<file path="src/verilog/audio_pkg.sv">
package audio_pkg;

    // ==================================================
    // Sample and frame widths
    // ==================================================
    localparam int SAMPLE_W = 16;
    // Left word in the upper half, right word in the lower half
    localparam int FRAME_W  = 2 * SAMPLE_W;

    // FX volume field in the status word
    localparam int FXLVL_W   = 2;
    localparam int FXLVL_LSB = 6;

    // FX level codes, in menu order
    localparam logic [FXLVL_W-1:0] FX_HIGH      = 2'd0;
    localparam logic [FXLVL_W-1:0] FX_VERY_HIGH = 2'd1;
    localparam logic [FXLVL_W-1:0] FX_VERY_LOW  = 2'd2;
    localparam logic [FXLVL_W-1:0] FX_LOW       = 2'd3;

    // ==================================================
    // Defaults for the top level
    // ==================================================
    localparam int DEF_FIFO_DEPTH = 8;
    // Sample clock cycles per half bit clock
    localparam int DEF_BCLK_DIV   = 2;

    // Dropped sample counter
    localparam int DROP_W = 8;

endpackage

</file>
<file path="src/verilog/snd_capture.sv">
`timescale 1ns/1ps

module snd_capture #(
    parameter int SIGNED_SND = 1,
    parameter int STEREO     = 1,
    parameter int FIFO_DEPTH = audio_pkg::DEF_FIFO_DEPTH
) (
    input  logic                           sample,
    input  logic                           reset_i,
    input  logic [audio_pkg::SAMPLE_W-1:0] snd_left_i,
    input  logic [audio_pkg::SAMPLE_W-1:0] snd_right_i,
    input  logic                           snd_stb_i,
    input  logic [31:0]                    status_i,
    input  logic                           credit_i,
    output logic                           push_o,
    output logic [audio_pkg::FRAME_W-1:0]  frame_o,
    output logic [audio_pkg::DROP_W-1:0]   drop_count_o
);

    localparam int CW = $clog2(FIFO_DEPTH + 1);

    // Unsigned game sound gets its MSB flipped
    localparam logic [audio_pkg::SAMPLE_W-1:0] SIGN_MASK =
        (SIGNED_SND != 0) ? '0 : {1'b1, {(audio_pkg::SAMPLE_W-1){1'b0}}};

    logic [audio_pkg::SAMPLE_W-1:0] right_raw;
    logic [audio_pkg::SAMPLE_W-1:0] left_sgn;
    logic [audio_pkg::SAMPLE_W-1:0] right_sgn;
    logic [audio_pkg::FXLVL_W-1:0]  fx_level;
    logic [1:0]                     fx_shift;
    logic [audio_pkg::SAMPLE_W-1:0] left_vol;
    logic [audio_pkg::SAMPLE_W-1:0] right_vol;
    logic [CW-1:0]                  credits;
    logic                           take;

    // Mono games feed the left channel only
    assign right_raw = (STEREO != 0) ? snd_right_i : snd_left_i;

    assign left_sgn  = snd_left_i ^ SIGN_MASK;
    assign right_sgn = right_raw ^ SIGN_MASK;

    assign fx_level = status_i[audio_pkg::FXLVL_LSB +: audio_pkg::FXLVL_W];

    // Menu order is not loudness order
    always_comb begin
        case (fx_level)
            audio_pkg::FX_HIGH:      fx_shift = 2'd1;
            audio_pkg::FX_VERY_HIGH: fx_shift = 2'd0;
            audio_pkg::FX_VERY_LOW:  fx_shift = 2'd3;
            audio_pkg::FX_LOW:       fx_shift = 2'd2;
            default:                 fx_shift = 2'd1;
        endcase
    end

    assign left_vol  = $signed(left_sgn) >>> fx_shift;
    assign right_vol = $signed(right_sgn) >>> fx_shift;

    // A strobe is only accepted with a credit in hand
    assign take = snd_stb_i && (credits != '0);

    // ==================================================
    // Credits, push strobe and drop counter
    // ==================================================
    always_ff @(posedge sample) begin
        if (reset_i) begin
            push_o       <= 1'b0;
            credits      <= CW'(FIFO_DEPTH);
            drop_count_o <= '0;
        end else begin
            push_o  <= take;
            credits <= credits - CW'(take) + CW'(credit_i);
            // Saturates at all ones
            if (snd_stb_i && !take && (drop_count_o != '1)) begin
                drop_count_o <= drop_count_o + 1'b1;
            end
        end
    end

    always_ff @(posedge sample) begin
        if (take) begin
            frame_o <= {left_vol, right_vol};
        end
    end

endmodule

</file>
<file path="src/verilog/sample_fifo.sv">
`timescale 1ns/1ps

module sample_fifo #(
    parameter int FIFO_DEPTH = audio_pkg::DEF_FIFO_DEPTH
) (
    input  logic                          sample,
    input  logic                          reset_i,
    input  logic                          push_i,
    input  logic [audio_pkg::FRAME_W-1:0] frame_i,
    input  logic                          pop_i,
    output logic                          avail_o,
    output logic [audio_pkg::FRAME_W-1:0] head_o,
    output logic                          credit_o
);

    localparam int AW = (FIFO_DEPTH > 1) ? $clog2(FIFO_DEPTH) : 1;
    localparam int CW = $clog2(FIFO_DEPTH + 1);

    logic [audio_pkg::FRAME_W-1:0] mem [FIFO_DEPTH];
    logic [AW-1:0]                 wr_ptr;
    logic [AW-1:0]                 rd_ptr;
    logic [CW-1:0]                 count;
    logic                          do_pop;

    // Wraps for any depth, not just powers of two
    function automatic logic [AW-1:0] ptr_next(input logic [AW-1:0] ptr);
        return (ptr == AW'(FIFO_DEPTH - 1)) ? '0 : ptr + 1'b1;
    endfunction

    assign avail_o = (count != '0);
    assign head_o  = mem[rd_ptr];
    assign do_pop  = pop_i && avail_o;

    // Storage is written without a full check
    always_ff @(posedge sample) begin
        if (push_i) begin
            mem[wr_ptr] <= frame_i;
        end
    end

    always_ff @(posedge sample) begin
        if (reset_i) begin
            wr_ptr   <= '0;
            rd_ptr   <= '0;
            count    <= '0;
            credit_o <= 1'b0;
        end else begin
            if (push_i) begin
                wr_ptr <= ptr_next(wr_ptr);
            end
            if (do_pop) begin
                rd_ptr <= ptr_next(rd_ptr);
            end
            count <= count + CW'(push_i) - CW'(do_pop);
            // One credit back to capture per entry freed
            credit_o <= do_pop;
        end
    end

endmodule

</file>
<file path="src/verilog/i2s_serializer.sv">
`timescale 1ns/1ps

module i2s_serializer #(
    parameter int BCLK_DIV = audio_pkg::DEF_BCLK_DIV
) (
    input  logic                          sample,
    input  logic                          reset_i,
    input  logic                          avail_i,
    input  logic [audio_pkg::FRAME_W-1:0] head_i,
    output logic                          pop_o,
    output logic                          i2s_bclk_o,
    output logic                          i2s_lrclk_o,
    output logic                          i2s_data_o
);

    localparam int DW = (BCLK_DIV > 1) ? $clog2(BCLK_DIV) : 1;
    localparam int BW = $clog2(audio_pkg::FRAME_W);

    logic [DW-1:0]                 div_cnt;
    logic                          half_tick;
    logic                          bclk_fall;
    logic [BW-1:0]                 bit_cnt;
    logic [BW-1:0]                 bit_next;
    logic                          frame_start;
    logic [audio_pkg::FRAME_W-1:0] shift_q;

    // ==================================================
    // Bit clock divider
    // ==================================================
    assign half_tick = (div_cnt == DW'(BCLK_DIV - 1));
    assign bclk_fall = half_tick && i2s_bclk_o;

    always_ff @(posedge sample) begin
        if (reset_i) begin
            div_cnt    <= '0;
            i2s_bclk_o <= 1'b0;
        end else if (half_tick) begin
            div_cnt    <= '0;
            i2s_bclk_o <= ~i2s_bclk_o;
        end else begin
            div_cnt <= div_cnt + 1'b1;
        end
    end

    // ==================================================
    // Frame sequencing and shifter
    // ==================================================
    assign bit_next = bit_cnt + 1'b1;

    // Last bit period of the frame ends here, and word select goes low
    assign frame_start = bclk_fall && (bit_cnt == BW'(audio_pkg::FRAME_W - 1));

    // The buffer pops on the same edge that loads the shifter
    assign pop_o = frame_start && avail_i;

    always_ff @(posedge sample) begin
        if (reset_i) begin
            // Start on the last slot so the first falling edge loads a frame
            bit_cnt     <= '1;
            i2s_lrclk_o <= 1'b0;
            i2s_data_o  <= 1'b0;
            shift_q     <= '0;
        end else if (bclk_fall) begin
            bit_cnt     <= bit_next;
            // Low for left half, high for right half
            i2s_lrclk_o <= bit_next[BW-1];
            // Data lags word select by one bit period,
            // so the old LSB goes out as the new word starts
            i2s_data_o  <= shift_q[audio_pkg::FRAME_W-1];
            if (frame_start) begin
                // Underrun sends silence
                shift_q <= avail_i ? head_i : '0;
            end else begin
                shift_q <= shift_q << 1;
            end
        end
    end

endmodule

</file>
<file path="src/verilog/i2s_audio_top.sv">
`timescale 1ns/1ps

module i2s_audio_top #(
    parameter int SIGNED_SND = 1,
    parameter int STEREO     = 1,
    parameter int FIFO_DEPTH = audio_pkg::DEF_FIFO_DEPTH,
    parameter int BCLK_DIV   = audio_pkg::DEF_BCLK_DIV
) (
    input  logic                           sample,
    input  logic                           reset_i,
    input  logic [audio_pkg::SAMPLE_W-1:0] snd_left_i,
    input  logic [audio_pkg::SAMPLE_W-1:0] snd_right_i,
    input  logic                           snd_stb_i,
    input  logic [31:0]                    status_i,
    output logic                           i2s_bclk_o,
    output logic                           i2s_lrclk_o,
    output logic                           i2s_data_o,
    output logic [audio_pkg::DROP_W-1:0]   drop_count_o
);

    // Capture to buffer
    logic                          push;
    logic [audio_pkg::FRAME_W-1:0] frame;
    logic                          credit;

    // Buffer to serializer
    logic                          avail;
    logic [audio_pkg::FRAME_W-1:0] head;
    logic                          pop;

    // ==================================================
    // Pipeline stages
    // ==================================================
    snd_capture #(
        .SIGNED_SND   ( SIGNED_SND   ),
        .STEREO       ( STEREO       ),
        .FIFO_DEPTH   ( FIFO_DEPTH   )
    ) u_capture (
        .sample       ( sample       ),
        .reset_i      ( reset_i      ),
        .snd_left_i   ( snd_left_i   ),
        .snd_right_i  ( snd_right_i  ),
        .snd_stb_i    ( snd_stb_i    ),
        .status_i     ( status_i     ),
        .credit_i     ( credit       ),
        .push_o       ( push         ),
        .frame_o      ( frame        ),
        .drop_count_o ( drop_count_o )
    );

    sample_fifo #(
        .FIFO_DEPTH   ( FIFO_DEPTH   )
    ) u_fifo (
        .sample       ( sample       ),
        .reset_i      ( reset_i      ),
        .push_i       ( push         ),
        .frame_i      ( frame        ),
        .pop_i        ( pop          ),
        .avail_o      ( avail        ),
        .head_o       ( head         ),
        .credit_o     ( credit       )
    );

    i2s_serializer #(
        .BCLK_DIV     ( BCLK_DIV     )
    ) u_i2s (
        .sample       ( sample       ),
        .reset_i      ( reset_i      ),
        .avail_i      ( avail        ),
        .head_i       ( head         ),
        .pop_o        ( pop          ),
        .i2s_bclk_o   ( i2s_bclk_o   ),
        .i2s_lrclk_o  ( i2s_lrclk_o  ),
        .i2s_data_o   ( i2s_data_o   )
    );

endmodule

</file>
<file path="config.mk">
export PLATFORM = sky130hd
export DESIGN_NAME = i2s_audio_top
export DESIGN_NICKNAME = d
export VERILOG_FILES = /design/src/verilog/audio_pkg.sv /design/src/verilog/snd_capture.sv /design/src/verilog/sample_fifo.sv /design/src/verilog/i2s_serializer.sv /design/src/verilog/i2s_audio_top.sv
export SDC_FILE = /design/constraint.sdc
export NUM_CORES = 1
export LEC_CHECK = 0
export ABC_AREA = 1
export BUFFER_PORTS_ARGS = -buffer_cell sky130_fd_sc_hd__buf_2
export CORE_ASPECT_RATIO = 1.2
export CORE_MARGIN = 2
export CORE_UTILIZATION = 50
export DETAILED_ROUTE_END_ITERATION = 10
export GPL_TIMING_DRIVEN = 0
export PLACE_DENSITY_LB_ADDON = 0.12
export RECOVER_POWER = 50
export SYNTH_ARGS = -nofsm -noshare
export SYNTH_HDL_FRONTEND = slang
export SYNTH_SLANG_ARGS = --single-unit
</file>
<file path="constraint.sdc">
create_clock -name sample -period 4.45 [get_ports sample]
set_input_delay 0.89 -clock sample [delete_from_list [all_inputs] [get_ports sample]]
set_output_delay 0.89 -clock sample [all_outputs]
set_load 0.05 [all_outputs]
</file>
==> impl_metrics.tcl <==
set metrics [dict create \
    clock_skew_ns 0.0156 \
    timing.final.max_slew_violations 32 \
    syn2layout_area_growth_pct 14.1 \
    arrival_ns 3.32 \
    drt-initial-drc-count 832 \
    design.die.area_um2 32100 \
    antenna_found_initial 0 \
    synth_ff_type "edfxtp_1" \
    worst_setup_path_start_kind "flip-flop" \
    place_ws_ns 1.77 \
    relSlewSlack -0.255 \
    setup_viol_count_final 0 \
    r2r-start "u_i2s.bit_cnt[0]" \
    p_leak_nw 7.39 \
    vias_per_cell 5.24 \
    setup_ws_ns 1.53 \
    cts-root-buf "clkbuf_16" \
    synth_fp_nets 1627 \
    antenna_left 0 \
    drv_cap 1 \
    route.detailed.drc 0 \
    status "finished, violations left" \
    hp-class "flip-flop to flip-flop" \
    yosysWarnings 0 \
    holdWs_ns 0.457 \
    stdcell_count 2057 \
    hold_start "u_i2s.div_cnt" \
    layout_commonest_cell "nand2_1" \
    clockBufferDepth 3 \
    drive_gt1_frac 0.103 \
    clk_latency_ns 0.54 \
    cts_setup_buffers 0 \
    syn_avg_cell_area_um2 9.96 \
    synth_area_leaders "edfxtp_1 (56%), nand2_1 (9.7%), dfxtp_1 (8.9%)" \
    critPathRequiredTime_ns 4.85 \
    coreArea_um2 30400 \
    cts_tree "done" \
    synthesis.area_um2 15400 \
    worstPathMaxFanout 6 \
    path_clk_slew_ns 0.06 \
    vias 10774 \
    grt_max_degree 32 \
    ys_async_sr_fraction 0 \
    placed_cell_area_um2 16400 \
    finalHoldViolCount 0 \
    grt_pass1_wl_mm 58.7 \
    grt_overflow 0 \
    cts.sinks 356 \
    grt_use_total 0.245 \
    ios 78 \
    vdd.ir_drop.worst_uv 272 \
    synth_seq_cells 356 \
    final_cell_mix "nand2_1 (397), edfxtp_1 (288), inv_1 (239)" \
    seq_area_frac_synth 0.652 \
    synth.top_cell.area_share 0.563 \
    fp-row-count 70 \
    grt_pass1_vias 10442 \
    worstMarginPinSlew_ns 1.88 \
    htreeDepth 2 \
    die_x_um 164 \
    final.period_utilization 0.656 \
    hpwl_mm 24.8 \
    wl_per_cell_um 18.6 \
    rsz0062_at_grt "false" \
    die_height_um 196 \
    power_per_cell_area_nw_per_um2 449 \
    nets 1719 \
    antenna_cells 0 \
    routed_wirelength_mm 38.3 \
    crit_path_end_kind "flip-flop" \
    start_util 0.505 \
    cts_buffers 36 \
    cts-resized-gates 0 \
    portBuffers 45 \
    violations "capacitance limit, slew limit" \
    total_power_mw 7.86 \
    ctsHoldBuffers 0 \
    crit_start "u_i2s.bit_cnt[0]" \
    dp_cells 1992 \
    fmax_mhz 343 \
    crit_type "flip-flop to flip-flop" \
    design_area_um2 17500 \
    firstDrtPassIters 5 \
    ys_types 32 \
    syn_inst 1542 \
    synth_edf_count 288 \
    finalWeightedCongestion 0.821 \
    synth_area_leader_cell "edfxtp_1" \
    finalCriticalPeriod_ns 2.92 \
]
registers in the layout, indices dropped and copies added (netlist names), named ones only:
signal	cells
u_capture.credits	4
u_capture.drop_count_o	8
u_capture.frame_o	32
u_capture.push_o	1
u_fifo.count	4
u_fifo.credit_o	1
u_fifo.mem	256
u_fifo.rd_ptr	3
u_fifo.wr_ptr	3
u_i2s.bit_cnt	5
u_i2s.div_cnt	1
u_i2s.i2s_bclk_o	1
u_i2s.i2s_data_o	1
u_i2s.i2s_lrclk_o	1
u_i2s.shift_q	32
cell usage after synthesis (3+ instances only):
cell and number:
inv_1 239, clkbuf_1 24, a21oi_1 84, nor3_1 3, dfxtp_1 68, nand3_1 199, ha_1 16, nand4_1 3
o21ai_1 4, o21ai_0 76, buf_4 9, inv_2 5, edfxtp_1 288, buf_1 4, mux2i_1 14, nor2_1 44
xor2_1 4, buf_2 42, nand2_1 397
logic make-up (layout without fill, tap and decap cells):
kind of cell,Yosys count,count (layout),synth area share
adders and majority gates,18,18,0.0156
DFF,356,356,0.652
AOI/OAI and AO/OA,170,170,0.0568
and+or+nand+nor,651,651,0.177
xor gates and xnor gates,5,5,0.00285
muxes,16,16,0.0106
buffers and inverters,326,445,0.0855
report_power, final:
part	total, mW	switching (mW)	internal (mW)
sequential	4.04	0.156	3.89
combinational	0.734	0.504	0.230
clock	3.08	1.25	1.84
routing by layer:
| layer | share of wire | GRT usage | up-vias |
|---|---|---|---|
| li1 | - | - | 5243 |
| met1 | 0.41 | 0.313 | 5075 |
| met2 | 0.50 | 0.424 | 373 |
| met3 | 0.059 | 0.0338 | 83 |
| met4 | 0.031 | 0.0919 | 0 |
| met5 | 0 | 0 | - |
path summary, 6_finish.rpt:
kind | end | cells past startpoint | slack [ns]
setup / recovery | u_fifo.count[2] | 15 | 1.53
hold / removal | u_i2s.div_cnt | 1 | 0.46
setup reg to reg | u_fifo.count[2] | 15 | 1.53
hold reg to reg | u_i2s.div_cnt | 1 | 0.46
worst max-delay path, cell delays in order, from the launching register on:
cell and delay [ns]:
dfxtp_1 0.37, ha_1 0.18, inv_1 0.05, nor2_1 0.10, ha_1 0.15, inv_1 0.14, nor2_2 0.15, o21ai_0 0.32
nor2_1 0.30, inv_1 0.09, o21ai_0 0.09, ha_1 0.16, inv_1 0.06, fa_1 0.41, xor2_1 0.16, nor2_1 0.05
cell type report:
| type | count | area [µm²] |
|---|---|---|
| buffer | 79 | 375 |
| clock buffer | 47 | 1010 |
| clock inverter | 18 | 201 |
| fill | 2566 | 12900 |
| inverter | 247 | 930 |
| multi-input combinational | 860 | 4090 |
| sequential | 356 | 10000 |
| tap | 396 | 495 |
| timing repair buffer | 54 | 423 |
per-stage QoR:
| step | setup TNS [ns] | util |
|---|---|---|
| floorplan | 0 | - |
| global placement | -1.34 | 0.529 |
| detailed placement | 0 | 0.538 |
| CTS | 0 | 0.578 |
| global route | 0 | 0.577 |
| finish | 0 | 0.577 |
(Power assumes the default switching activity.)
